File: src/rv_isa_pkg.sv
// rv64i subset constants: widths, opcodes, funct codes, alu ops, result sources
`default_nettype none

package rv_isa_pkg;

  localparam int XLEN       = 64;
  localparam int REG_ADDR_W = 5;

  // major opcodes
  localparam logic [6:0] OPC_OP     = 7'b0110011;
  localparam logic [6:0] OPC_OP_IMM = 7'b0010011;
  localparam logic [6:0] OPC_LUI    = 7'b0110111;
  localparam logic [6:0] OPC_BRANCH = 7'b1100011;
  localparam logic [6:0] OPC_JAL    = 7'b1101111;
  localparam logic [6:0] OPC_LOAD   = 7'b0000011;
  localparam logic [6:0] OPC_STORE  = 7'b0100011;

  localparam logic [2:0] F3_ADD = 3'b000;
  localparam logic [2:0] F3_XOR = 3'b100;
  localparam logic [2:0] F3_OR  = 3'b110;
  localparam logic [2:0] F3_AND = 3'b111;
  localparam logic [2:0] F3_BEQ = 3'b000;
  localparam logic [2:0] F3_BNE = 3'b001;
  // doubleword load/store width
  localparam logic [2:0] F3_D   = 3'b011;

  localparam logic [6:0] F7_SUB = 7'b0100000;

  typedef enum logic [2:0] {
    ALU_ADD,
    ALU_SUB,
    ALU_AND,
    ALU_OR,
    ALU_XOR,
    ALU_PASS_B
  } alu_op_e;

  // where the writeback value comes from
  localparam logic [1:0] RES_ALU  = 2'd0;
  localparam logic [1:0] RES_MEM  = 2'd1;
  localparam logic [1:0] RES_LINK = 2'd2;

endpackage

`default_nettype wire

File: src/cpu_cfg_pkg.sv
// core configuration: reset pc, fetch bus response codes, data ram size
`default_nettype none

package cpu_cfg_pkg;

  localparam logic [63:0] RESET_PC = 64'h0;

  // fetch bus response codes
  localparam logic [1:0] RESP_OKAY = 2'b00;

  localparam int DMEM_WORDS = 32;
  localparam int DMEM_AW    = 5;

endpackage

`default_nettype wire

File: src/mem_stage.sv
// memory stage: data ram with doubleword load and store
`timescale 1ns/1ps
`default_nettype none

module mem_stage import rv_isa_pkg::*, cpu_cfg_pkg::*; (
  input  wire                   clk,
  input  wire                   i_rst_n,
  input  wire                   i_executed_req,
  output logic                  o_executed_ack,
  input  wire [XLEN-1:0]        i_memaddr,
  input  wire [XLEN-1:0]        i_memwdata,
  input  wire                   i_memwen,
  input  wire [XLEN-1:0]        i_result,
  input  wire [1:0]             i_res_sel,
  input  wire [REG_ADDR_W-1:0]  i_rd,
  input  wire                   i_rd_wen,
  input  wire [XLEN-1:0]        i_pc,
  output logic                  o_memoryed_req,
  input  wire                   i_memoryed_ack,
  output logic [XLEN-1:0]       o_wdata,
  output logic [REG_ADDR_W-1:0] o_rd,
  output logic                  o_rd_wen,
  output logic [XLEN-1:0]       o_pc
);

  logic [XLEN-1:0]    ram [DMEM_WORDS];
  logic [DMEM_AW-1:0] idx;
  logic               xfer;

  // doubleword index, address bits 7:3
  assign idx            = i_memaddr[DMEM_AW+2:3];
  assign o_executed_ack = i_executed_req && !o_memoryed_req;
  assign xfer           = i_executed_req && o_executed_ack;

  always_ff @(posedge clk) begin
    if (!i_rst_n) begin
      o_memoryed_req <= 1'b0;
      o_rd_wen       <= 1'b0;
    end else if (xfer) begin
      o_memoryed_req <= 1'b1;
      o_rd_wen       <= i_rd_wen;
    end else if (i_memoryed_ack) begin
      o_memoryed_req <= 1'b0;
    end
  end

  always_ff @(posedge clk) begin
    if (xfer) begin
      if (i_memwen) begin
        ram[idx] <= i_memwdata;
      end
      o_wdata <= (i_res_sel == RES_MEM) ? ram[idx] : i_result;
      o_rd    <= i_rd;
      o_pc    <= i_pc;
    end
  end

endmodule

`default_nettype wire

File: config.mk
export PLATFORM = sky130hd
export DESIGN_NAME = mem_stage
export DESIGN_NICKNAME = d
export VERILOG_FILES = /design/src/rv_isa_pkg.sv /design/src/cpu_cfg_pkg.sv /design/src/mem_stage.sv
export SDC_FILE = /design/constraint.sdc
export NUM_CORES = 2
export LEC_CHECK = 0
export ABC_AREA = 1
export BUFFER_PORTS_ARGS = -buffer_cell sky130_fd_sc_hd__buf_4
export CORE_MARGIN = 4
export CORE_UTILIZATION = 60
export DETAILED_ROUTE_END_ITERATION = 10
export PLACE_DENSITY = 0.78
export RECOVER_POWER = 25
export SYNTH_ARGS = -nofsm -noshare
export SYNTH_HDL_FRONTEND = slang
export SYNTH_SLANG_ARGS = --single-unit
File: constraint.sdc
create_clock -name clk -period 15.5 [get_ports clk]
set_clock_uncertainty 0.2 [all_clocks]
set_input_delay 0 -clock clk [delete_from_list [all_inputs] [get_ports clk]]
set_output_delay 0 -clock clk [all_outputs]
set_load 0.03 [all_outputs]
# ---- Yosys cells after proc, flatten, opt, wreduce, memory -nomap -nowiden
# Memories as Yosys holds them, arrays and structs flattened.
# Index checks and enable logic that the tools add are counted.
dict set report op_classes {
  n_eq_ne 1
  mux 6
  n_reduce_logical 4
}
# operator n
set op_table {}
lappend op_table {{64-bit two-way mux} 1}
lappend op_table {{1-bit two-way mux} 5}
lappend op_table {{2-bit by 1-bit equality test with 1-bit output (second input constant)} 1}
lappend op_table {{1-bit logical AND} 2}
lappend op_table {{2-bit nonzero test} 1}
lappend op_table {{1-bit zero test} 1}
dict set report totals {
  regBits 135
  ram_bits 2048
  inputBits 269
  wordCells 17
  mem_count 1
}
# memory depth width read_ports rd_ports_with_merged_regs write_ports line_no
set memory_table {}
lappend memory_table {ram 32 64 1 0 1 mem_stage.sv:26} ;# logic [XLEN-1:0] ram [DMEM_WORDS];

# ---- Longest topological paths before layout
dict set report logic_depth {
  ltp_word 5
  mapped_depth 15
  ltp_nobuf 11
}

# ---- Worst setup path before layout
# OpenSTA, ideal clock, no wires.
dict set report synth_timing {
  path_kind {flip-flop to flip-flop}
  startpoint {register o_memoryed_req}
  endpoint {memory ram[0][0] (enable)}
  setup_time_ns 0.487
  arrival_ns 10.231
  t_required_ns 14.813
  path_slack_ns 4.582
  stages_incl_launch_ff 6
  synth_period_minus_slack_ns 10.918
  path_cell_list {dfxtp_1 -> nor2_1 -> inv_1 -> nor2_1 -> nand2_1 -> nor2_1}
}
dict set report synth_via {
  elab_chain_cells 5
}
# element line_no
set synth_rtl {}
lappend synth_rtl {{start, declared} mem_stage.sv:18} ;# output logic o_memoryed_req,
lappend synth_rtl {{start signal, assigned} mem_stage.sv:37} ;# o_memoryed_req <= 1'b0;
lappend synth_rtl {{start signal, assigned} mem_stage.sv:40} ;# o_memoryed_req <= 1'b1;
lappend synth_rtl {{start signal, assigned} mem_stage.sv:43} ;# o_memoryed_req <= 1'b0;
lappend synth_rtl {{1-bit zero test} mem_stage.sv:32} ;# assign o_executed_ack = i_executed_req && !o_memoryed_req;
lappend synth_rtl {{1-bit logical AND} mem_stage.sv:32}
lappend synth_rtl {{net o_executed_ack} mem_stage.sv:9} ;# output logic o_executed_ack,
lappend synth_rtl {{1-bit logical AND} mem_stage.sv:33} ;# assign xfer = i_executed_req && o_executed_ack;
lappend synth_rtl {{1-bit two-way mux} mem_stage.sv:48} ;# if (xfer) begin
lappend synth_rtl {{1-bit two-way mux (not written as such)} mem_stage.sv:50} ;# ram[idx] <= i_memwdata;
lappend synth_rtl {{end, declared} mem_stage.sv:26}
# The timed path passes the listed nets, and every way through them passes these cells.

# ---- Worst setup path in the final report
dict set report layout_timing {
  startpoint {register o_memoryed_req}
  endpoint {memory ram[11][36] (enable)}
}
dict set report layout_via {
  elab_chain_cells 5
}
# element line_no
set layout_rtl {}
lappend layout_rtl {{1-bit zero test} mem_stage.sv:32}
lappend layout_rtl {{1-bit logical AND} mem_stage.sv:32}
lappend layout_rtl {{1-bit logical AND} mem_stage.sv:33}
lappend layout_rtl {{1-bit two-way mux} mem_stage.sv:48}
lappend layout_rtl {{1-bit two-way mux (not written as such)} mem_stage.sv:50}
# No other way between the ends.

==> results.sh <==
export IMPL_status="complete, but fails checks"
export IMPL_violations="negative hold slack, max-capacitance violations, max-slew violations"
export IMPL_hold_ws_ns=-0.0298
export IMPL_drt_iter0_drc=7343
export IMPL_die_h_um=393
export IMPL_gr_usage_all_layers_pct=29.8
export IMPL_tightest_slew_ns=2.20
export IMPL_rows=141
export IMPL_ant_nets=0
export IMPL_ys_types=21
export IMPL_grt_pass1_vias=59400
export IMPL_final_cell_mix="5032 x nand2_1, 2181 x edfxtp_1, 427 x dlygate4sd3_1"
export IMPL_area_growth_pct=16.4
export IMPL_cp_slowest_cell="clkbuf_1"
export IMPL_wl_met1_um=85300
export IMPL_max_cap_viol_count=1
export IMPL_rsz0062_at_grt="false"
export IMPL_cp_common_cell="nor2_4"
export IMPL_h_tree_depth=4
export IMPL_ir_drop_mv=0.105
export IMPL_layout_commonest_cell="nand2_1"
export IMPL_seq_area_frac_synth_pct=73.7
export IMPL_fin_tns_setup_ns=0
export IMPL_syn_area_sq_um=88900
export IMPL_r2r_start="o_memoryed_req$_SDFFE_PN0P_"
export IMPL_r2r_slack_ns=9.24
export IMPL_avgRoutedWirePerCell_um=21.0
export IMPL_r2r_end="ram[11][36]$_DFFE_PP_"
export IMPL_die_w_um=393
export IMPL_netlist_instances=8197
export IMPL_hold_viol=1
export IMPL_via_per_inst=5.59
export IMPL_slowest_delay_ns=1.55
export IMPL_cts_buffers=210
export IMPL_cp_required_ns=15.75
export IMPL_hp_start="i_memaddr[4]"
export IMPL_period_needed_ns=6.26
export IMPL_io_buffers=345
export IMPL_cts_setup_buffers=0
export IMPL_start_util_pct=60.3
export IMPL_synth_fp_nets=8466
export IMPL_p_leak_nw=42.0
export IMPL_cts_tree="done"
export IMPL_hold_path_class="input port to flop"
export IMPL_grt_overflow=0
export IMPL_period_share_pct=40.4
export IMPL_pwr_density_cell_nw_per_um2=118
export IMPL_path_cells="nor2_4 > clkbuf_1 > inv_1 > nor2_1 > nand2_1 > nor2_4 > buf_4"
export IMPL_path_clk_slew_ns=0.06
export IMPL_reg2reg_depth=7
export IMPL_worstHoldPathCells=9
export IMPL_finalSetupViolCount=0
export IMPL_vias=61400
export IMPL_synth_ff_latch_count=2183
export IMPL_placed_cell_area_sq_um=93200
export IMPL_dp_final_hpwl_um=113000
export IMPL_start_kind="flop"
export IMPL_grt_pass1_wl_um=345000
export IMPL_yosysWarnings=0
export IMPL_wl_met3_um=23200
export IMPL_setup_ws_ns=9.24
export IMPL_dieArea_sq_um=154000
export IMPL_drtPass1Iterations=8
export IMPL_worstPathMaxFanout=42
export IMPL_worst_setup_path_end_kind="flop"
export IMPL_clockBufferDepth=3
export IMPL_drc_errors=0
export IMPL_drive_gt1_share_pct=7.79
export IMPL_grt_max_degree=204
export IMPL_slew_viol_final=27
export IMPL_pin_count=405
export IMPL_layout_nets=9150
export IMPL_clock_latency_ns=0.84
export IMPL_antenna_found_initial=8
export IMPL_core_area_sq_um=147000
export IMPL_cts_root_buf="clkbuf_16"
export IMPL_dp_slack_ns=10.27
export IMPL_cp_arrival_ns=6.51
export IMPL_relSlewSlack_pct=-47.0
export IMPL_routed_top_layer="met4"
export IMPL_clkSinkCount=2183
export IMPL_critical_path_class="flop to flop"
export IMPL_syn_area_per_cell_sq_um=10.8
export IMPL_worstHoldEndpoint="o_wdata[15]$_DFFE_PP_"
export IMPL_drt_wl_total_um=231000
export IMPL_wl_met2_um=112000
export IMPL_design_area_sq_um=104000
export IMPL_place_congestion=0.773
export IMPL_fmax_mhz=160
[worst max-delay path by stage]
stage	endpoint	slack, ns	cells after the start	start
6_report	ram[11][36]$_DFFE_PP_	9.24	7	o_memoryed_req$_SDFFE_PN0P_
5_1_grt	ram[11][36]$_DFFE_PP_	8.77	7	o_memoryed_req$_SDFFE_PN0P_
4_1_cts	ram[11][30]$_DFFE_PP_	10.52	7	o_memoryed_req$_SDFFE_PN0P_
3_5_place_dp	ram[11][32]$_DFFE_PP_	10.27	7	i_memaddr[3]
3_3_place_gp	ram[11][32]$_DFFE_PP_	10.35	7	i_memaddr[3]
2_1_floorplan	ram[0][0]$_DFFE_PP_	4.58	5	o_memoryed_req$_SDFFE_PN0P_
[where the power goes]
group          switching, W  total (W)  internal, W
sequential        0.0000123    0.00656      0.00655
combinational      0.000539   0.000786     0.000247
clock               0.00217    0.00488      0.00272
total               0.00272     0.0122      0.00951
[cell families after synthesis]
group,synth area share (%)
AOI/OAI and AO/OA,0.0816
DFF,73.7
buffers and inverters,2.70
and+or+nand+nor,23.5
[cell usage after synthesis (all sizes together)]
library cell,instances,area (sq um)
clkinv,1,3.75
a21boi,1,7.51
a21oi,9,45.0
nand2,5032,18900
edfxtp,2181,65500
dfxtp,2,40.0
nand3,194,971
nor2,175,657
buf,307,1550
o21ai,4,20.0
inv,136,513
or2,59,369
clkbuf,88,330
nor3,8,45.0
[through the flow]
stage	power, W	std cells	utilization (%)
after floorplan	0.00710	8197	-
after global placement	0.00736	10200	63.2
after detailed placement	0.00739	10200	63.2
after CTS	0.0123	11000	70.5
after global routing	0.0126	11000	70.2
final	0.0122	11000	70.2
[state kept, by name, summed over array words and instances (netlist names)]
name            cells
ram              2048
o_pc               64
o_wdata            64
o_rd_wen            1
o_memoryed_req      1
o_rd                5
[critical path: cells and delay by family, from the launching register on]
| kind | cells | cell delay, ns |
|---|---|---|
| buffers and inverters | 3 | 2.70 |
| AND/OR/NAND/NOR | 4 | 2.58 |
| flip-flops | 1 | 0.34 |
[per-layer routing]
layer | track usage [%] | vias to the layer above
met5 | 0 | -
li1 | - | 28200
met4 | 14.9 | 0
met2 | 49.2 | 3437
met1 | 38.5 | 29200
met3 | 5.00 | 628
[final cells by class]
class / instances / area, sq um
flip-flops and latches: 2183 / 65500
fillers: 9815 / 44000
multi-input cells: 5482 / 21300
repair buffers: 867 / 7160
clock buffers: 261 / 5490
well taps: 1930 / 2410
clock inverters: 121 / 1050
inverters: 137 / 543
diodes: 15 / 37.5
[what timing repair did]
item	CTS	global route
gates resized for setup	0	0
endpoints found under the hold margin	2240	0
setup endpoints to repair	0	0
hold buffers	427	0
Power figures use the tool's default switching activity.
