<file path="config.mk">
export PLATFORM = sky130hd
export DESIGN_NAME = wb_stage
export DESIGN_NICKNAME = d
export VERILOG_FILES = /design/src/rv_isa_pkg.sv /design/src/wb_stage.sv
export SDC_FILE = /design/constraint.sdc
export NUM_CORES = 1
export LEC_CHECK = 0
export BUFFER_PORTS_ARGS = -buffer_cell sky130_fd_sc_hd__buf_2
export CAP_MARGIN = 15
export CORE_AREA = 8 8 127 129
export DETAILED_ROUTE_END_ITERATION = 10
export DIE_AREA = 0 0 135 137
export GPL_TIMING_DRIVEN = 1
export HOLD_SLACK_MARGIN = 0.15
export PLACE_DENSITY = 0.75
export SLEW_MARGIN = 5
export SYNTH_ARGS = -nofsm -noshare
export SYNTH_HDL_FRONTEND = slang
export SYNTH_SLANG_ARGS = --single-unit
</file>
<file path="constraint.sdc">
create_clock -name clk -period 3.4 [get_ports clk]
set_input_delay 0.34 -clock clk [delete_from_list [all_inputs] [get_ports clk]]
set_output_delay 0.34 -clock clk [all_outputs]
set_load 0.02 [all_outputs]
</file>
<file path="src/rv_isa_pkg.sv">
// rv64i subset constants: widths, opcodes, funct codes, alu ops, result sources
`default_nettype none

package rv_isa_pkg;

  localparam int XLEN       = 64;
  localparam int REG_ADDR_W = 5;

  // major opcodes
  localparam logic [6:0] OPC_OP     = 7'b0110011;
  localparam logic [6:0] OPC_OP_IMM = 7'b0010011;
  localparam logic [6:0] OPC_LUI    = 7'b0110111;
  localparam logic [6:0] OPC_BRANCH = 7'b1100011;
  localparam logic [6:0] OPC_JAL    = 7'b1101111;
  localparam logic [6:0] OPC_LOAD   = 7'b0000011;
  localparam logic [6:0] OPC_STORE  = 7'b0100011;

  localparam logic [2:0] F3_ADD = 3'b000;
  localparam logic [2:0] F3_XOR = 3'b100;
  localparam logic [2:0] F3_OR  = 3'b110;
  localparam logic [2:0] F3_AND = 3'b111;
  localparam logic [2:0] F3_BEQ = 3'b000;
  localparam logic [2:0] F3_BNE = 3'b001;
  // doubleword load/store width
  localparam logic [2:0] F3_D   = 3'b011;

  localparam logic [6:0] F7_SUB = 7'b0100000;

  typedef enum logic [2:0] {
    ALU_ADD,
    ALU_SUB,
    ALU_AND,
    ALU_OR,
    ALU_XOR,
    ALU_PASS_B
  } alu_op_e;

  // where the writeback value comes from
  localparam logic [1:0] RES_ALU  = 2'd0;
  localparam logic [1:0] RES_MEM  = 2'd1;
  localparam logic [1:0] RES_LINK = 2'd2;

endpackage

`default_nettype wire

</file>
<file path="src/wb_stage.sv">
// writeback stage with result register, register file write and commit port
`timescale 1ns/1ps
`default_nettype none

module wb_stage import rv_isa_pkg::*; (
  input  wire                   clk,
  input  wire                   i_rst_n,
  input  wire                   i_memoryed_req,
  output logic                  o_memoryed_ack,
  input  wire [XLEN-1:0]        i_wdata,
  input  wire [REG_ADDR_W-1:0]  i_rd,
  input  wire                   i_rd_wen,
  input  wire [XLEN-1:0]        i_pc,
  output logic [REG_ADDR_W-1:0] o_rf_rd,
  output logic                  o_rf_wen,
  output logic [XLEN-1:0]       o_rf_wdata,
  output logic                  o_writebacked_req,
  input  wire                   i_writebacked_ack,
  output logic                  o_cmt_valid,
  output logic [XLEN-1:0]       o_cmt_pc,
  output logic [REG_ADDR_W-1:0] o_cmt_rd,
  output logic                  o_cmt_wen,
  output logic [XLEN-1:0]       o_cmt_wdata
);

  logic xfer;

  assign o_memoryed_ack = i_memoryed_req && !o_writebacked_req;
  assign xfer           = i_memoryed_req && o_memoryed_ack;

  assign o_rf_rd    = o_cmt_rd;
  assign o_rf_wen   = o_cmt_valid && o_cmt_wen;
  assign o_rf_wdata = o_cmt_wdata;

  always_ff @(posedge clk) begin
    if (!i_rst_n) begin
      o_cmt_valid       <= 1'b0;
      o_writebacked_req <= 1'b0;
      o_cmt_wen         <= 1'b0;
    end else begin
      o_cmt_valid <= xfer;
      if (xfer) begin
        o_writebacked_req <= 1'b1;
        o_cmt_wen         <= i_rd_wen;
      end else if (i_writebacked_ack) begin
        o_writebacked_req <= 1'b0;
      end
    end
  end

  always_ff @(posedge clk) begin
    if (xfer) begin
      o_cmt_pc    <= i_pc;
      o_cmt_rd    <= i_rd;
      o_cmt_wdata <= i_wdata;
    end
  end

  // one commit per instruction
  assert property (@(posedge clk) disable iff (!i_rst_n)
    o_cmt_valid |=> !o_cmt_valid);

endmodule

`default_nettype wire

</file>
# Yosys cells after proc, flatten, opt, wreduce, memory -nomap -nowiden

Index checks and enable logic that the tools add are counted.

Word-level logic and storage cells: 13
Register bits after elaboration: 136
Input port bits: 138
Output and inout bits: 207

Reduce and logical (&&, ||, !) cells: 5
Mux-type cells: 2

Operators with widths:

| kind               | number |
|---|---|
| 1-bit logical AND  | 3 |
| 1-bit two-way mux  | 2 |
| 2-bit nonzero test | 1 |
| 1-bit zero test    | 1 |

# Logic depth before layout (Yosys ltp)

Gate-level depths: netlist (run 1).

Depth after elaboration: 4
Depth in mapped cells: 2
Mapped depth without buffers: 2

# Least setup slack after synthesis (run 1)

Ideal clock, no wire load.

Path kind: register -> register
Start point: register o_writebacked_req
End point: register o_cmt_pc[0], enable pin
Clock period less this slack: 2954 ps
Setup time: 455 ps
Stages on the path, launching flop included: 2
Arrival time: 2499 ps
Setup slack: 446 ps
Path through: dfxtp_1 > nor2b_4

Longest elaborated chain between the ends: 3

RTL lines:

| what                     | RTL line       | text |
|---|---|---|
| start: declaration       | wb_stage.sv:17 | `output logic o_writebacked_req,` |
| start signal: assignment | wb_stage.sv:38 | `o_writebacked_req <= 1'b0;` |
| start signal: assignment | wb_stage.sv:43 | `o_writebacked_req <= 1'b1;` |
| start signal: assignment | wb_stage.sv:46 | `o_writebacked_req <= 1'b0;` |
| 1-bit zero test          | wb_stage.sv:28 | `assign o_memoryed_ack = i_memoryed_req && !o_writebacked_req;` |
| 1-bit logical AND        | wb_stage.sv:28 |  |
| net o_memoryed_ack       | wb_stage.sv:9  | `output logic o_memoryed_ack,` |
| 1-bit logical AND        | wb_stage.sv:29 | `assign xfer = i_memoryed_req && o_memoryed_ack;` |
| end signal: assignment   | wb_stage.sv:53 | `o_cmt_pc <= i_pc;` |
| end: declaration         | wb_stage.sv:20 | `output logic [XLEN-1:0] o_cmt_pc,` |

The timed path passes the listed nets, and every way through them passes these cells.
A chain may end at the register's enable or synchronous reset.

# Worst setup path in the final report (run 1)

Start point: register o_writebacked_req
End point: register o_cmt_wdata[38], enable pin

Longest elaborated chain between the ends: 3

RTL lines:

| what                   | RTL line       | text |
|---|---|---|
| 1-bit zero test        | wb_stage.sv:28 |  |
| 1-bit logical AND      | wb_stage.sv:28 |  |
| 1-bit logical AND      | wb_stage.sv:29 |  |
| end signal: assignment | wb_stage.sv:55 | `o_cmt_wdata <= i_wdata;` |
| end: declaration       | wb_stage.sv:23 | `output logic [XLEN-1:0] o_cmt_wdata` |

No other way between the ends.

==> results by group, run 1 <==
Status
  – Status: complete, no violations

Worst setup path
  – Data arrival, critical path: 1.68 ns
  – R2R setup slack: 1.75 ns
  – Worst path required time: 3.44 ns
  – Crit-path max FO: 54
  – Startpoint Class: register
  – CP endpoint kind: register
  – Crit Path Category: register to register

Placement
  – Post-DP Area: 6090 µm²
  – Placed insts: 674
  – IO Port Bufs: 344
  – Gp weighted congestion: 0.795
  – HPWL after detailed placement: 11.2 mm

STA
  – Max Clk Rate: 608 MHz
  – Final Skew: 0.00328 ns
  – Slew Limit Fails: 0
  – Final Critical Period: 1.65 ns
  – RSZ-0062 raised after global routing: no
  – Hold Vio Cnt, Final: 0
  – Setup TNS: 0 ns
  – Final setup viols: 0
  – Post-route clock period utilization: 0.484
  – Tightest Pin Transition: 0.679 ns
  – Worst rel slew slack: 0.547

Clock network
  – Clock Latency Late Sink: 0.41 ns
  – CTS Buf Count: 17
  – Post-CTS Resized: 0
  – H-tree levels: 4
  – Clk sinks: 136
  – Clk pin slew, worst setup/hold paths: 0.05 ns
  – Clk root buf: clkbuf_16
  – Buffer levels on the longest clock path: 2
  – TritonCTS clock tree: done

Logic synthesis
  – Yosys cell types: 9
  – Post-Synthesis Cells: 213
  – Yosys top cell by area: edfxtp_1
  – Post-Syn Area: 4630 µm²
  – Post-synthesis sequential area ratio: 0.876
  – Total number of yosys warnings: 0
  – Avg Cell Area, Syn: 21.7 µm²
  – Synthesized flop and latch total: 136
  – Mapped Nets: 351
  – Top area cells in the synthesized netlist: edfxtp_1, buf_4, dfxtp_1
  – Post-synth top area share: 0.863

Cells and area
  – Final std cells w/o fill: 840
  – Nets: 780
  – Layout fillers: 1089
  – Share of cells above drive strength 1: 0.573
  – Area Growth Syn to Fin: 72.5%
  – Reg area: 4050 µm²
  – Cell area after layout: 7990 µm²
  – Multi-input gate area in the final layout: 57.6 µm²

Global routing
  – Vias in the first global route: 3935
  – First-pass GRT wire length: 22.4 mm
  – Initial antenna violation count: 1
  – Tot GR Track Use: 0.163
  – Grt ovf: 0
  – Largest net degree at the start of global routing: 76

Floorplanning
  – # IOs: 345
  – Initial Utilization: 0.326
  – DIE HEIGHT: 137 µm
  – Die area: 18500 µm²
  – Die boundary width: 135 µm
  – Core Area: 14200 µm²
  – Core Rows: 44

Route
  – Drt wl/cell: 18.8 µm
  – Routed Wire Length: 15.8 mm
  – # DRC: 0
  – Post-DRT Antenna Nets: 0
  – Pre-Repair DR Iteration Count: 4
  – Avg Vias per Cell: 4.06
  – Vias: 3414
  – DR iter-0 viols: 148

Power
  – Cell Pwr Density: 543 nW/µm²
  – Comb pwr share: 0.139
  – Net Sw Power: 1.04 mW
  – Sw frac: 0.239
  – Pint: 3.30 mW
  – Sequential Power Share: 0.463
  – Clock power frac: 0.398
  – Lkg Pwr: 3.53 nW
  – Worst ir drop on vdd: 0.358 mV

Job
  – Max Cap Viol: 0

Hold path
  – Worst Hold Class: input port to register
-- final timing paths --
check	start	endpoint	cells after the start
worst min register to register	o_cmt_wen$_SDFFE_PN0P_	o_cmt_wen$_SDFFE_PN0P_	2
worst max register to register	o_writebacked_req$_SDFFE_PN0P_	o_cmt_wdata[38]$_DFFE_PP_	2
worst max-delay path	o_writebacked_req$_SDFFE_PN0P_	o_cmt_wdata[38]$_DFFE_PP_	2
worst min-delay path	i_rst_n	o_writebacked_req$_SDFFE_PN0P_	2
-- cell type report --
class / count / area share
clock buffers: 25 / 0.0620
multi-input cells: 8 / 0.00721
clock inverters: 7 / 0.00846
flip-flops and latches: 136 / 0.508
repair buffers: 479 / 0.386
well taps: 184 / 0.0288
diodes: 1 / 0.000313
-- metal layers --
metal  share of wire  vias up  track usage  wire (µm)
li1                -     1579            -          -
met1            0.32     1613        0.153       5130
met2            0.55      200        0.291       8610
met3            0.11       22       0.0866       1720
met4           0.021        0       0.0709        338
met5               0        -            0          0
-- metrics by stage --
stage | setup slack (ns) | power, mW | utilization | hold slack [ns]
final | 1.75 | 4.34 | 0.562 | 0.177
after global routing | 1.67 | 4.50 | 0.562 | 0.168
after CTS | 1.75 | 4.38 | 0.562 | 0.158
after detailed placement | 1.65 | 2.53 | 0.429 | 0.484
after global placement | 1.71 | 2.51 | 0.429 | 0.452
after floorplan | 0.446 | 2.34 | - | 0.439
-- logic make-up after synthesis --
kind of cell	Yosys count	synth area share
flops	136	0.876
compound gates	1	0.00162
buf+inv	69	0.112
mux	1	0.00216
simple gates	6	0.00865
-- worst max-delay path, stage by stage, from the launching register on --
cell and delay [ns]:
dfxtp_1 0.34, nor2b_4 0.29, buf_4 0.62
-- flip-flops by register name (all words and copies together) (netlist names) --
signal,cells
o_cmt_wen,1
o_cmt_wdata,64
o_cmt_rd,5
o_cmt_valid,1
o_writebacked_req,1
o_cmt_pc,64
-- power groups by stage --
stage	clock (mW)	combinational, mW	sequential [mW]
2_1_floorplan	0	0.166	2.17
3_3_place_gp	0	0.476	2.04
3_5_place_dp	0	0.482	2.04
4_1_cts	1.76	0.603	2.01
5_1_grt	1.85	0.635	2.02
6_report	1.73	0.602	2.01
-- repair_timing --
action,4_1_cts,5_1_grt
hold endpoints to repair,133,0
endpoints found under the setup margin,0,0
hold buffers,133,0
setup buffers,0,0
-- cells in the final DEF (no fill, tap or decap), drive strengths merged --
cell type / Yosys / final
dlygate4sd3: 0 / 133
diode: 0 / 1
o21a: 1 / 1
buf: 69 / 346
nor2b: 2 / 2
mux2i: 1 / 1
edfxtp: 133 / 133
and2: 2 / 2
bufinv: 0 / 1
clkinv: 0 / 3
nand2: 2 / 2
dfxtp: 3 / 3
clkinvlp: 0 / 3
clkbuf: 0 / 25
-- Yosys cell counts --
cell type and n:
and2_1 2, buf_4 69, dfxtp_1 3, edfxtp_1 133, mux2i_1 1, nand2_1 2
nor2b_1 1, nor2b_4 1, o21a_1 1
(Power assumes the default switching activity.)
==> run 2: changes to the inputs <==
--- a/config.mk
+++ b/config.mk
@@ -5,6 +5,7 @@
 export SDC_FILE = /design/constraint.sdc
 export NUM_CORES = 1
 export LEC_CHECK = 0
+export ABC_AREA = 1
 export BUFFER_PORTS_ARGS = -buffer_cell sky130_fd_sc_hd__buf_2
 export CAP_MARGIN = 15
 export CORE_AREA = 8 8 127 129
==> constraint.sdc (replaced) <==
create_clock -name clk -period 1.7 [get_ports clk]
set_input_delay 0.17 -clock clk [delete_from_list [all_inputs] [get_ports clk]]
set_output_delay 0.17 -clock clk [all_outputs]
set_load 0.02 [all_outputs]
==> results by group, run 2 <==
Worst setup path
  – Slowest-stage cell, CP: dfxtp_4
  – CP endpoint kind: output port
  – Peak per-stage delay on the critical path: 0.36 ns
  – Worst-path cell chain: nor2_4 -> buf_12 -> buf_2
  – Worst flop-to-flop path endpoint: o_cmt_wdata[30]$_DFFE_PP_
  – Data arrival, critical path: 1.44 ns
  – Delay-heaviest family, CP: buffers and inverters
  – Crit-path max FO: 33
  – Worst Path Buf+Inv: 2
  – Startpoint Class: register
  – R2R setup slack: 0.38 ns
  – Reg2reg start: o_writebacked_req$_SDFFE_PN0P_
  – Crit path from: o_writebacked_req$_SDFFE_PN0P_
  – Crit Path Category: register to output port
  – FF-to-FF path depth: 2
  – Worst path required time: 1.53 ns

Route
  – Pre-Repair DR Iteration Count: 4
  – Drt wl/cell: 18.8 µm
  – DR iter-0 viols: 173
  – # DRC: 0
  – Avg Vias per Cell: 4.12
  – Post-DRT Antenna Nets: 0
  – Routed Wire Length: 16.0 mm
  – Vias: 3513

Floorplanning
  – DIE HEIGHT: 137 µm
  – Die area: 18500 µm²
  – Core Area: 14200 µm²
  – Initial Utilization: 0.326
  – Core Rows: 44
  – Die boundary width: 135 µm
  – # IOs: 345

STA
  – Final Skew: 0.0152 ns
  – RSZ-0062 raised after global routing: no
  – Worst rel slew slack: 0.757
  – Setup TNS: 0 ns
  – Slew Limit Fails: 0
  – Hold Vio Cnt, Final: 0
  – Tightest Pin Transition: 0.364 ns
  – Post-route clock period utilization: 0.945
  – Final Critical Period: 1.61 ns
  – Final setup viols: 0
  – Worst hold slack: 0.421 ns
  – Max Clk Rate: 623 MHz

Clock network
  – TritonCTS clock tree: done
  – Buffer levels on the longest clock path: 2
  – Clk pin slew, worst setup/hold paths: 0.06 ns
  – Clk sinks: 136
  – Post-CTS setup buffers: 0
  – Clock Latency Late Sink: 0.41 ns
  – Post-CTS Resized: 0
  – H-tree levels: 4
  – Clk root buf: clkbuf_16
  – CTS Buf Count: 17

Hold path
  – Worst Hold Class: input port to register
  – Worst hold path startpoint: i_memoryed_req
  – Min-Delay Path Depth: 4
  – Hold Path Sink: o_cmt_wdata[2]$_DFFE_PP_

Logic synthesis
  – Fraction of registers with async set/reset: 0
  – Count leader, synth: edfxtp_1
  – Top FF cell, synth: edfxtp_1
  – Synthesized flop and latch total: 136
  – Most common library cells after synthesis: edfxtp_1, buf_4, inv_1, nand2_1
  – Top area cells in the synthesized netlist: edfxtp_1, buf_4, dfxtp_1
  – Post-Synthesis Cells: 220
  – Avg Cell Area, Syn: 21.1 µm²
  – Total number of yosys warnings: 0
  – Post-synthesis sequential area ratio: 0.875
  – Post-Syn Area: 4630 µm²
  – Mapped Nets: 358
  – Yosys cell types: 9
  – Post-synth top area share: 0.862
  – Post-synth EDFFs: 133
  – Yosys top cell by area: edfxtp_1

Cells and area
  – Nets: 793
  – Largest registers: o_cmt_pc (64), o_cmt_wdata (64), o_cmt_rd (5)
  – # diodes: 0
  – Share of cells above drive strength 1: 0.563
  – Final Util: 0.573
  – Cell area after layout: 8130 µm²
  – Area Growth Syn to Fin: 75.5%
  – Most frequent cells in the layout: buf_2, dlygate4sd3_1, edfxtp_1, clkbuf_16
  – Most common library cell in the layout ignoring fill and taps: buf_2

Power
  – Worst ir drop on vdd: 0.603 mV
  – Lkg Pwr: 3.61 nW
  – Cell Pwr Density: 1110 nW/µm²
  – Total power: 9.06 mW

Global routing
  – First-pass GRT wire length: 22.9 mm
  – Vias in the first global route: 4015
  – Tot GR Track Use: 0.164
  – Initial antenna violation count: 2
  – Grt ovf: 0
  – Largest net degree at the start of global routing: 70

Placement
  – Post-DP Area: 6120 µm²
  – HPWL after detailed placement: 11.1 mm
  – IO Port Bufs: 344
  – Gp weighted congestion: 0.763

Status
  – Status: complete, no violations

Job
  – Max Cap Viol: 0
run 2: cell count changes after synthesis, moves of 2 or more:
cell,before,now
inv_1,0,5
nor2_1,0,3
nand2_1,2,4
and2_1,2,0
run 2: layout make-up:
cell class | instances | area (µm²)
clock buffer | 17 | 425
timing repair buffer | 485 | 3170
tap | 184 | 230
multi-input combinational | 10 | 48.8
fill | 1084 | 6070
inverter | 5 | 18.8
clock inverter | 15 | 184
sequential | 136 | 4060
run 2: routing by layer:
metal	vias up	GRT usage	part of all wire
met4	4	0.0679	0.018
met2	204	0.289	0.53
met5	-	0	0.0014
met1	1670	0.163	0.34
met3	25	0.0793	0.11
li1	1610	-	-
run 2: stage by stage:
| step | setup WS [ns] | cells |
|---|---|---|
| finish | 0.0939 | 852 |
| CTS | 0.00912 | 851 |
| global placement | 0.492 | 681 |
| floorplan | -1.14 | 220 |
| detailed placement | 0.444 | 681 |
| global route | 0.0252 | 852 |
run 2: how the worst max path moves through the flow:
stage                             to  slack [ns]  depth (start not counted)
2_1_floorplan  o_cmt_pc[0]$_DFFE_PP_       -1.14                          1
3_3_place_gp          o_memoryed_ack        0.49                          5
5_1_grt               o_memoryed_ack        0.03                          3
4_1_cts               o_memoryed_ack       0.009                          3
3_5_place_dp          o_memoryed_ack        0.44                          5
6_report              o_memoryed_ack        0.09                          3
run 2: power by group:
part           internal, mW  total, mW  switching, mW  leakage (nW)
Combinational         0.541       1.28          0.736          2.01
Sequential             3.94       4.03         0.0843          1.30
Clock                  2.43       3.76           1.33         0.298
run 2: logic make-up after synthesis:
group / synth area share
AOI/OAI and AO/OA: 0.00135
buffers and inverters: 0.116
DFF: 0.875
and+or+nand+nor: 0.00810
run 2: tightest hold or removal path, stage by stage:
cell    delay, ns
buf_2        0.11
inv_1        0.09
nor2_4       0.08
buf_12       0.17
run 2: timing repair:
action | in CTS | in global routing
hold buffers | 138 | 0
endpoints found under the setup margin | 0 | 1
hold endpoints to repair | 136 | 0
