===== src/rv_isa_pkg.sv =====
// rv64i subset constants: widths, opcodes, funct codes, alu ops, result sources
`default_nettype none

package rv_isa_pkg;

  localparam int XLEN       = 64;
  localparam int REG_ADDR_W = 5;

  // major opcodes
  localparam logic [6:0] OPC_OP     = 7'b0110011;
  localparam logic [6:0] OPC_OP_IMM = 7'b0010011;
  localparam logic [6:0] OPC_LUI    = 7'b0110111;
  localparam logic [6:0] OPC_BRANCH = 7'b1100011;
  localparam logic [6:0] OPC_JAL    = 7'b1101111;
  localparam logic [6:0] OPC_LOAD   = 7'b0000011;
  localparam logic [6:0] OPC_STORE  = 7'b0100011;

  localparam logic [2:0] F3_ADD = 3'b000;
  localparam logic [2:0] F3_XOR = 3'b100;
  localparam logic [2:0] F3_OR  = 3'b110;
  localparam logic [2:0] F3_AND = 3'b111;
  localparam logic [2:0] F3_BEQ = 3'b000;
  localparam logic [2:0] F3_BNE = 3'b001;
  // doubleword load/store width
  localparam logic [2:0] F3_D   = 3'b011;

  localparam logic [6:0] F7_SUB = 7'b0100000;

  typedef enum logic [2:0] {
    ALU_ADD,
    ALU_SUB,
    ALU_AND,
    ALU_OR,
    ALU_XOR,
    ALU_PASS_B
  } alu_op_e;

  // where the writeback value comes from
  localparam logic [1:0] RES_ALU  = 2'd0;
  localparam logic [1:0] RES_MEM  = 2'd1;
  localparam logic [1:0] RES_LINK = 2'd2;

endpackage

`default_nettype wire


===== src/exe_stage.sv =====
// execute stage: alu, branch compare, jump target, data address generation
`timescale 1ns/1ps
`default_nettype none

module exe_stage import rv_isa_pkg::*; (
  input  wire                   clk,
  input  wire                   i_rst_n,
  input  wire                   i_decoded_req,
  output logic                  o_decoded_ack,
  input  alu_op_e               i_alu_op,
  input  wire [XLEN-1:0]        i_op1,
  input  wire [XLEN-1:0]        i_op2,
  input  wire [XLEN-1:0]        i_store_data,
  input  wire [XLEN-1:0]        i_imm,
  input  wire [XLEN-1:0]        i_pc,
  input  wire [REG_ADDR_W-1:0]  i_rd,
  input  wire                   i_rd_wen,
  input  wire [1:0]             i_res_sel,
  input  wire                   i_br,
  input  wire                   i_br_ne,
  input  wire                   i_jal,
  input  wire                   i_memwen,
  output logic                  o_executed_req,
  input  wire                   i_executed_ack,
  output logic [XLEN-1:0]       o_result,
  output logic [XLEN-1:0]       o_memaddr,
  output logic [XLEN-1:0]       o_memwdata,
  output logic                  o_memwen,
  output logic [1:0]            o_res_sel,
  output logic [REG_ADDR_W-1:0] o_rd,
  output logic                  o_rd_wen,
  output logic [XLEN-1:0]       o_pc,
  output logic                  o_jmp,
  output logic [XLEN-1:0]       o_jmp_addr
);

  logic [XLEN-1:0] alu_out;
  logic            taken;
  logic            xfer;

  assign o_decoded_ack = i_decoded_req && !o_executed_req;
  assign xfer          = i_decoded_req && o_decoded_ack;

  always_comb begin
    case (i_alu_op)
      ALU_SUB:    alu_out = i_op1 - i_op2;
      ALU_AND:    alu_out = i_op1 & i_op2;
      ALU_OR:     alu_out = i_op1 | i_op2;
      ALU_XOR:    alu_out = i_op1 ^ i_op2;
      ALU_PASS_B: alu_out = i_op2;
      default:    alu_out = i_op1 + i_op2;
    endcase
  end

  // beq takes on equal, bne on not equal
  assign taken = i_jal || (i_br && ((i_op1 == i_op2) != i_br_ne));

  always_ff @(posedge clk) begin
    if (!i_rst_n) begin
      o_executed_req <= 1'b0;
      o_memwen       <= 1'b0;
      o_rd_wen       <= 1'b0;
      o_jmp          <= 1'b0;
    end else if (xfer) begin
      o_executed_req <= 1'b1;
      o_memwen       <= i_memwen;
      o_rd_wen       <= i_rd_wen;
      o_jmp          <= taken;
    end else if (i_executed_ack) begin
      o_executed_req <= 1'b0;
    end
  end

  always_ff @(posedge clk) begin
    if (xfer) begin
      o_result   <= (i_res_sel == RES_LINK) ? i_pc + XLEN'(4) : alu_out;
      o_memaddr  <= i_op1 + i_imm;
      o_memwdata <= i_store_data;
      o_res_sel  <= i_res_sel;
      o_rd       <= i_rd;
      o_pc       <= i_pc;
      o_jmp_addr <= i_pc + i_imm;
    end
  end

  // request is only withdrawn after the memory stage took it
  assert property (@(posedge clk) disable iff (!i_rst_n)
    o_executed_req && !i_executed_ack |=> o_executed_req);

endmodule

`default_nettype wire


===== config.mk =====
export PLATFORM = sky130hd
export DESIGN_NAME = exe_stage
export DESIGN_NICKNAME = d
export VERILOG_FILES = /design/src/rv_isa_pkg.sv /design/src/exe_stage.sv
export SDC_FILE = /design/constraint.sdc
export NUM_CORES = 1
export LEC_CHECK = 0
export BUFFER_PORTS_ARGS = -buffer_cell sky130_fd_sc_hd__buf_2
export CAP_MARGIN = 20
export CORE_UTILIZATION = 35
export CTS_BUF_LIST = sky130_fd_sc_hd__clkbuf_4 sky130_fd_sc_hd__clkbuf_8 sky130_fd_sc_hd__clkbuf_16
export DETAILED_ROUTE_END_ITERATION = 12
export PLACE_DENSITY = 0.58
export SLEW_MARGIN = 20
export SYNTH_ARGS = -nofsm -noshare
export SYNTH_HDL_FRONTEND = slang
export SYNTH_SLANG_ARGS = --single-unit

===== constraint.sdc =====
create_clock -name clk -period 17.75 [get_ports clk]
set_clock_uncertainty 0.15 [all_clocks]
set_input_delay 1.775 -clock clk [delete_from_list [all_inputs] [get_ports clk]]
set_output_delay 1.775 -clock clk [all_outputs]
set_load 0.02 [all_outputs]

=== Word-level counts from Yosys, hierarchy flattened ===
Index checks and enable logic that the tools add are counted.
W data, S select, Z words.

* Add/subtract/negate cells: 5
* $mul: 0
* Div/mod/pow operators: 0
* $lt $le $gt $ge: 0
* Equal/unequal tests: 8
* Shift-type cells: 0
* Mux-type cells: 4
* Bitwise gates (word level): 3
* Reduce and logical (&&, ||, !) cells: 6

{| class="wikitable"
|+ Operator list
! kind !! number
|-
| $pmux W64 S5 || 1
|-
| $add A64 B64 Y64 || 3
|-
| $add A64 B3 Y64 const B || 1
|-
| $and A64 B64 Y64 || 1
|-
| $eq A64 B64 Y1 || 1
|-
| $mux W64 || 1
|-
| $or A64 B64 Y64 || 1
|-
| $sub A64 B64 Y64 || 1
|-
| $xor A64 B64 Y64 || 1
|-
| $eq A3 B2 Y1 const B || 2
|-
| $eq A3 B3 Y1 const B || 2
|-
| $eq A3 B1 Y1 const B || 1
|-
| $logic_and A1 B1 Y1 || 3
|-
| $eq A2 B2 Y1 const B || 1
|-
| $mux W1 || 2
|-
| $reduce_bool A2 Y1 || 1
|-
| $logic_not A1 Y1 || 1
|-
| $logic_or A1 B1 Y1 || 1
|-
| $ne A1 B1 Y1 || 1
|}

* Register bits after elaboration: 331
* Bits in latches: 0
* Memory bits (writable): 0
* Memory bits (read-only): 0
* Bits of input ports: 339
* Output and inout port bits: 332
* Logic and storage cells: 37
* Memories: 0

=== Longest topological paths before layout ===
Gate-level depths: netlist of the first run.

* Word-level depth: 4
* Gate-level depth with buffers: 15
* Mapped depth without buffers: 15

=== Least setup slack after synthesis of the first run ===
No wires, ideal clock.

* Path type: input -> output
* From: in i_decoded_req
* To: out o_decoded_ack
* Arrival: 11.002 ns
* Data required time: 15.825 ns
* Slack: 4.823 ns
* Stages: 2
* Path buffers: 1
* Path through: nor2b_1 -> clkbuf_1

* Cells in the longest elaborated chain, start to end: 1

{| class="wikitable"
|+ Ends and longest elaborated chain
! item !! line !! source
|-
| start, declared || exe_stage.sv:8 || <nowiki>input wire i_decoded_req,</nowiki>
|-
| $logic_and A1 B1 Y1 || exe_stage.sv:41 || <nowiki>assign o_decoded_ack = i_decoded_req && !o_executed_req;</nowiki>
|-
| end, declared || exe_stage.sv:9 || <nowiki>output logic o_decoded_ack,</nowiki>
|}

No other way between the ends.

=== Final worst setup path of the first run ===
* From: in i_alu_op[2]
* To: reg o_result[27], data pin

* Cells in the longest elaborated chain, start to end: 3
* Elaborated cells on any way between the ends: 7
* Classes of those cells: 5 x eq/ne; 2 x mux

{| class="wikitable"
|+ Ends and longest elaborated chain
! item !! line !! source
|-
| start, declared || exe_stage.sv:10 || <nowiki>input alu_op_e i_alu_op,</nowiki>
|-
| $eq A3 B3 Y1 (tied with other cells) || exe_stage.sv:45 || <nowiki>case (i_alu_op)</nowiki>
|-
| $pmux W64 S5 * || exe_stage.sv:45 ||
|-
| $mux W64 * || exe_stage.sv:76 || <nowiki>o_result <= (i_res_sel == RES_LINK) ? i_pc + XLEN'(4) : alu_out;</nowiki>
|-
| end signal, assigned || exe_stage.sv:76 ||
|-
| end, declared || exe_stage.sv:25 || <nowiki>output logic [XLEN-1:0] o_result,</nowiki>
|}

Mark *: on every way between the ends. The rest lies on a longest branch, timed or not.
A chain may end at the register's enable or synchronous reset.

==> results of run 1 <==
==> per-stage QoR <==
step / total power [mW] / hold WS (ns) / utilization [%] / instances / setup slack [ns]
4_1_cts: 3.009 / 0.3669 / 42.20 / 5324 / 12.14
3_5_place_dp: 2.039 / 0.3517 / 40.45 / 5247 / 11.51
2_1_floorplan: 1.687 / 0.4395 / - / 3562 / 4.823
3_3_place_gp: 2.037 / 0.3457 / 40.45 / 5247 / 11.62
6_report: 3.002 / 0.3656 / 42.23 / 5333 / 12.10
5_1_grt: 3.130 / 0.3975 / 42.22 / 5330 / 11.95
==> state kept, by name (all words and copies together), names as in the netlist, 2 cells and up <==
register and count:
o_jmp_addr 64, o_memaddr 64, o_memwdata 64, o_pc 64, o_result 64, o_rd 5
o_res_sel 2
==> power groups by stage <==
stage               registers [mW]  clock network (mW)  logic, mW
detailed placement            1.00                   0       1.04
CTS                          0.988               0.981       1.04
floorplan                     1.11                   0      0.575
finish                       0.987               0.959       1.06
global placement              1.00                   0       1.04
global route                 0.993                1.01       1.13
==> tightest hold or removal path, cell delays in order (launching register included) <==
cell     delay (ns)
dfxtp_1        0.32
mux2i_1        0.07
nor2b_1        0.09
==> how the worst max path moves through the flow <==
stage,from,end,slack (ns),cells after the start
after detailed placement,i_op1[1],o_memaddr[62]$_DFFE_PP_,11.51,14
after global routing,i_pc[6],o_jmp_addr[57]$_DFFE_PP_,11.95,12
final,i_alu_op[2],o_result[27]$_DFFE_PP_,12.10,10
after global placement,i_op1[19],o_result[30]$_DFFE_PP_,11.62,13
after floorplan,i_decoded_req,o_decoded_ack,4.82,2
after CTS,i_op1[1],o_memaddr[62]$_DFFE_PP_,12.14,14
==> routing by layer <==
metal	part of all wire, %	routed length, um	global-route usage (%)	up-vias
met3	7.7	10490	4.878	204
met1	43	58410	39.53	14923
li1	-	-	-	14423
met4	3.2	4347	9.683	16
met2	46	63320	47.35	1365
met5	0.070	96	0	-
==> cells in the final DEF, fill, tap and decap left out, drive strengths merged, types with 21 or more instances in the layout <==
cell type  instances
nor3              64
buf              700
o221ai            21
xor2              91
nand2            272
a21o             109
o21bai            51
a211oi            51
clkinv            21
nor2b             43
clkbuf            48
nand2b            38
o21a              23
a22oi             23
inv              253
nand3             75
a221oi            35
or3               23
nor4              29
o21ai            239
ha               318
o31ai             34
a21oi            395
and3              25
nor2             271
a31oi             38
edfxtp           327
mux2i             26
xnor2            138
nand4             66
o211ai            56
o22ai             51
==> final cells by class <==
type	count	share of cell area, %
multi-input combinational	2806	52.50
sequential	331	26.98
timing repair buffer	700	9.759
tap	1155	3.938
clock buffer	48	3.035
inverter	255	2.609
clock inverter	29	1.115
antenna	9	0.06138
==> cell families (layout without fill, tap and decap cells) <==
family	Yosys count	after routing	share of synthesized area, %
muxes	27	27	0.8821
buffers and inverters	425	1032	5.362
other	0	9	0
and+or+nand+nor	969	969	15.10
adders and majority gates	322	322	13.19
AOI/OAI and AO/OA	1259	1259	26.79
DFF	331	331	32.16
xor gates and xnor gates	229	229	6.517
==> results.py, run 1 <==
metrics = {
    "final_layout": {
        "final_area_um2": 36690,
        "multi_input_area_um2": 19260,
        "syn_to_final_growth_pct": 19.22,
        "regArea_um2": 9899,
        "nFillCells": 8814,
        "nets": 4798,
        "drive_above_1_share_pct": 20.39,
    },
    "clock_tree": {
        "numCtsBuffers": 43,
        "clockBufferDepth": 3,
        "ctsHoldBuffers": 0,
        "htreeDepth": 2,
        "cts_sinks": 331,
        "clkTransAtPathRegs_ns": 0.06,
        "cts_resized": 0,
        "insertion_delay_ns": 0.58,
        "cts_root_buf": "clkbuf_16",
        "cts_tree": "done",
        "postCtsSetupBuffers": 0,
    },
    "floorplan": {
        "rows": 108,
        "die_area_um2": 89130,
        "start_util_pct": 35.42,
        "die_h_um": 298.5,
        "io_pins": 671,
        "coreArea_um2": 86890,
        "die_w_um": 298.5,
    },
    "sta": {
        "clock.fmax_mhz": 177.0,
        "final_max_slew_viol_count": 0,
        "slew_headroom_pct": 25.83,
        "min_period_over_period_pct": 31.82,
        "setup_total_negative_slack_ns": 0,
        "period_needed_ns": 5.648,
        "rsz0062_at_grt": "no",
        "tightest_slew_ns": 1.102,
        "hold_viol": 0,
        "setup_viol": 0,
    },
    "synth": {
        "ys_async_sr_fraction_pct": 0,
        "synthTopCellsByArea": "edfxtp_1 (32%), ha_1 (13%), a21oi_1 (6.4%)",
        "ys_seq_area_share_pct": 32.16,
        "yosysMostFrequentCell": "a21oi_1",
        "synth_nets": 4223,
        "synth_warnings": 0,
        "synthTopCellsByCount": "a21oi_1 (391), edfxtp_1 (327), ha_1 (318)",
        "synthCells": 3562,
        "synth_area_um2": 30780,
        "synth-seq-cells": 331,
        "synth-main-ff-cell": "edfxtp_1",
        "yosysTopAreaCell": "edfxtp_1",
        "avgSynthCellArea_um2": 8.641,
        "synth.distinct_cells": 103,
        "synth_edf_count": 327,
        "synth_top_area_share_pct": 31.90,
    },
    "global_routing": {
        "grt_max_degree": 77,
        "grt_usage_pct": 29.29,
        "grt_pass1_vias": 28981,
        "grt_pass1_wl_um": 196700,
        "grt-ovfl-total": 0,
        "antenna_found_initial": 22,
    },
    "min_path": {
        "hold_depth": 2,
        "hold_class": "reg -> reg",
        "hp-start": "o_rd_wen$_SDFFE_PN0P_",
        "holdPathEnd": "o_rd_wen$_SDFFE_PN0P_",
    },
    "setup_path": {
        "end_kind": "register",
        "reg2regPathDepth": 3,
        "slowest_stage": "clkinv_1",
        "criticalPathCategory": "in -> reg",
        "cp.arrival_ns": 5.72,
        "path_cells": "buf_2 -> clkinv_1 -> buf_4 -> nor2_2 -> buf_4 -> a22oi_1 -> o22ai_1 -> a22oi_1 -> o2111ai_1 -> o21ai_0",
        "slowest_delay_ns": 0.70,
        "crit_family": "buffers and inverters",
        "worst-path-buf-inv": 4,
        "cp.required_ns": 17.83,
        "r2r-end": "o_memaddr[13]$_DFFE_PP_",
        "reg2reg_from": "o_executed_req$_SDFFE_PN0P_",
        "reg2reg_setup_slack_ns": 14.18,
        "crit_path_max_fanout": 22,
        "worst_setup_path_start_kind": "input port",
    },
    "power": {
        "swShare_pct": 36.67,
        "power.density_nw_per_um2": 81.80,
        "internal_power_mw": 1.901,
        "combPwrFrac_pct": 35.2,
        "pwr-share-clk_pct": 31.9,
        "p_seq_share_pct": 32.9,
        "ir_worst_vdd_mv": 0.06215,
        "power.leakage_nw": 15.70,
        "p_switching_mw": 1.101,
    },
    "route": {
        "wire_per_inst_um": 25.62,
        "final_antenna_net_count": 0,
        "drtIter0Drc": 2860,
        "dr.pass1.iters": 5,
        "drt-total-wl_um": 136700,
        "drc": 0,
        "vias": 30931,
        "avgViaCountPerCell": 5.800,
    },
    "run": {
        "max-cap-violations": 0,
    },
    "placement": {
        "gp_congestion": 0.9925,
        "place_area_um2": 35150,
        "port_buffers": 670,
        "dp_hpwl_um": 108300,
    },
    "status": {
        "status": "complete, no violations",
    },
}
Power figures use the tool's default switching activity.
==> run 2, diff against run 1 <==
- clock period: 17.75 -> 5.9 ns (I/O delays scaled with it)
==> results.py, run 2 (synthesis gave the netlist of run 1 again) <==
metrics = {
    "status": {
        "status": "complete, no violations",
    },
    "sta": {
        "setup_total_negative_slack_ns": 0,
        "setup_viol": 0,
        "period_needed_ns": 4.419,
        "hold_viol": 0,
        "rsz0062_at_grt": "no",
        "min_period_over_period_pct": 74.90,
        "slew_headroom_pct": 17.92,
        "clock.fmax_mhz": 226.3,
        "final_max_slew_viol_count": 0,
        "tightest_slew_ns": 1.220,
    },
    "clock_tree": {
        "cts_tree": "done",
        "clkTransAtPathRegs_ns": 0.06,
        "cts_sinks": 331,
        "numCtsBuffers": 43,
        "insertion_delay_ns": 0.59,
        "cts_resized": 0,
        "htreeDepth": 2,
        "cts_root_buf": "clkbuf_16",
        "clockBufferDepth": 3,
    },
    "route": {
        "dr.pass1.iters": 8,
        "wire_per_inst_um": 25.27,
        "vias": 31250,
        "drt-total-wl_um": 136100,
        "avgViaCountPerCell": 5.803,
        "final_antenna_net_count": 0,
        "drtIter0Drc": 3040,
        "drc": 0,
    },
    "placement": {
        "port_buffers": 670,
        "gp_congestion": 0.9975,
        "dp_hpwl_um": 108100,
        "place_area_um2": 35340,
    },
    "floorplan": {
        "io_pins": 671,
        "die_h_um": 298.5,
        "die_area_um2": 89130,
        "start_util_pct": 35.42,
        "coreArea_um2": 86890,
        "rows": 108,
        "die_w_um": 298.5,
    },
    "power": {
        "p_switching_mw": 3.308,
        "power.leakage_nw": 15.86,
        "combPwrFrac_pct": 36.2,
        "power.density_nw_per_um2": 239.5,
        "pwr-share-clk_pct": 30.4,
        "swShare_pct": 37.26,
        "ir_worst_vdd_mv": 0.1915,
        "internal_power_mw": 5.570,
        "p_seq_share_pct": 33.4,
    },
    "global_routing": {
        "antenna_found_initial": 27,
        "grt_max_degree": 143,
        "grt_pass1_vias": 29060,
        "grt-ovfl-total": 0,
        "grt_pass1_wl_um": 196700,
        "grt_usage_pct": 29.26,
    },
    "min_path": {
        "hold_class": "in -> reg",
        "hold_depth": 1,
    },
    "run": {
        "max-cap-violations": 0,
    },
    "final_layout": {
        "nets": 4844,
        "final_area_um2": 37060,
        "layout_common_cells": "buf_2 (669), a21oi_1 (390), edfxtp_1 (327), ha_1 (318), nand2_1 (272)",
        "drive_above_1_share_pct": 20.56,
        "final_common_cell": "buf_2",
        "syn_to_final_growth_pct": 20.42,
        "nFillCells": 8804,
    },
    "setup_path": {
        "crit_path_max_fanout": 5,
        "worst_setup_path_start_kind": "input port",
        "cp.required_ns": 6.08,
        "criticalPathCategory": "in -> reg",
        "end_kind": "register",
        "cp.arrival_ns": 4.60,
        "reg2regPathDepth": 2,
    },
}
==> run 2: cell count changes in the layout (fill, tap and decap cells not counted), sizes merged <==
| cell | delta |
|---|---|
| dlygate4sd3 | +26 |
| buf | +20 |
| clkbuf | +8 |
| bufinv | -5 |
| clkinv | -5 |
| diode | +5 |
| clkinvlp | +3 |
==> run 2: power groups by stage <==
stage	Combinational (mW)	Sequential, mW	Clock [mW]
finish	3.21	2.96	2.70
floorplan	1.73	3.31	0
CTS	3.16	2.97	2.76
detailed placement	3.14	3.01	0
global route	3.45	2.98	2.84
global placement	3.13	3.01	0
==> run 2: cell type report <==
| cell class | count | area (um2) | share of cell area [%] |
|---|---|---|---|
| Multi-Input combinational cell | 2806 | 19260 | 51.98 |
| Sequential cell | 331 | 9899 | 26.71 |
| Timing Repair Buffer | 746 | 4049 | 10.92 |
| Tap cell | 1155 | 1445 | 3.899 |
| Clock buffer | 56 | 1174 | 3.167 |
| Inverter | 255 | 957.2 | 2.583 |
| Clock inverter | 22 | 240.2 | 0.6482 |
| Antenna cell | 14 | 35.03 | 0.09452 |
==> run 2: critical path, stage by stage <==
cell and delay [ns]:
buf_2 0.17, inv_1 0.14, fa_1 0.47, nand2b_1 0.19, a21oi_1 0.34, o21ai_1 0.32, and2b_1 0.31, a32o_1 0.28
nor3_1 0.40, a21o_1 0.31, a41o_1 0.38, a221oi_2 0.18, o41ai_1 0.38, xor2_1 0.11
==> run 2: layer usage <==
metal / track usage (%) / part of all wire [%]
met2: 47.22 / 46
met4: 9.719 / 3.3
met5: 0 / 0.087
met3: 4.435 / 7.8
met1: 39.84 / 43
==> run 2: final timing paths <==
| kind | start | end | slack [ns] |
|---|---|---|---|
| worst max-delay path | i_op1[1] | o_memaddr[60]$_DFFE_PP_ | 1.48 |
| worst min-delay path | i_store_data[20] | o_memwdata[20]$_DFFE_PP_ | 0.03 |
| worst max register to register | o_executed_req$_SDFFE_PN0P_ | o_memwdata[45]$_DFFE_PP_ | 4.00 |
| worst min register to register | o_rd_wen$_SDFFE_PN0P_ | o_rd_wen$_SDFFE_PN0P_ | 0.37 |
==> run 2: timing repair <==
item,in CTS,in global routing
endpoints found under the setup margin,0,0
endpoints found under the hold margin,26,0
setup buffers,0,0
hold buffers,26,0
==> run 2: per-stage QoR <==
step	cells	hold WS (ns)	util [%]	setup WS, ns	total power, mW
after floorplan	3562	0.4395	-	0.1337	5.043
after global placement	5266	0.3414	40.67	0.9986	6.141
after CTS	5370	0.0001849	42.60	1.585	8.896
after detailed placement	5266	0.3555	40.67	0.9595	6.148
after global routing	5381	0.006203	42.64	1.399	9.271
final	5385	0.03107	42.66	1.481	8.878
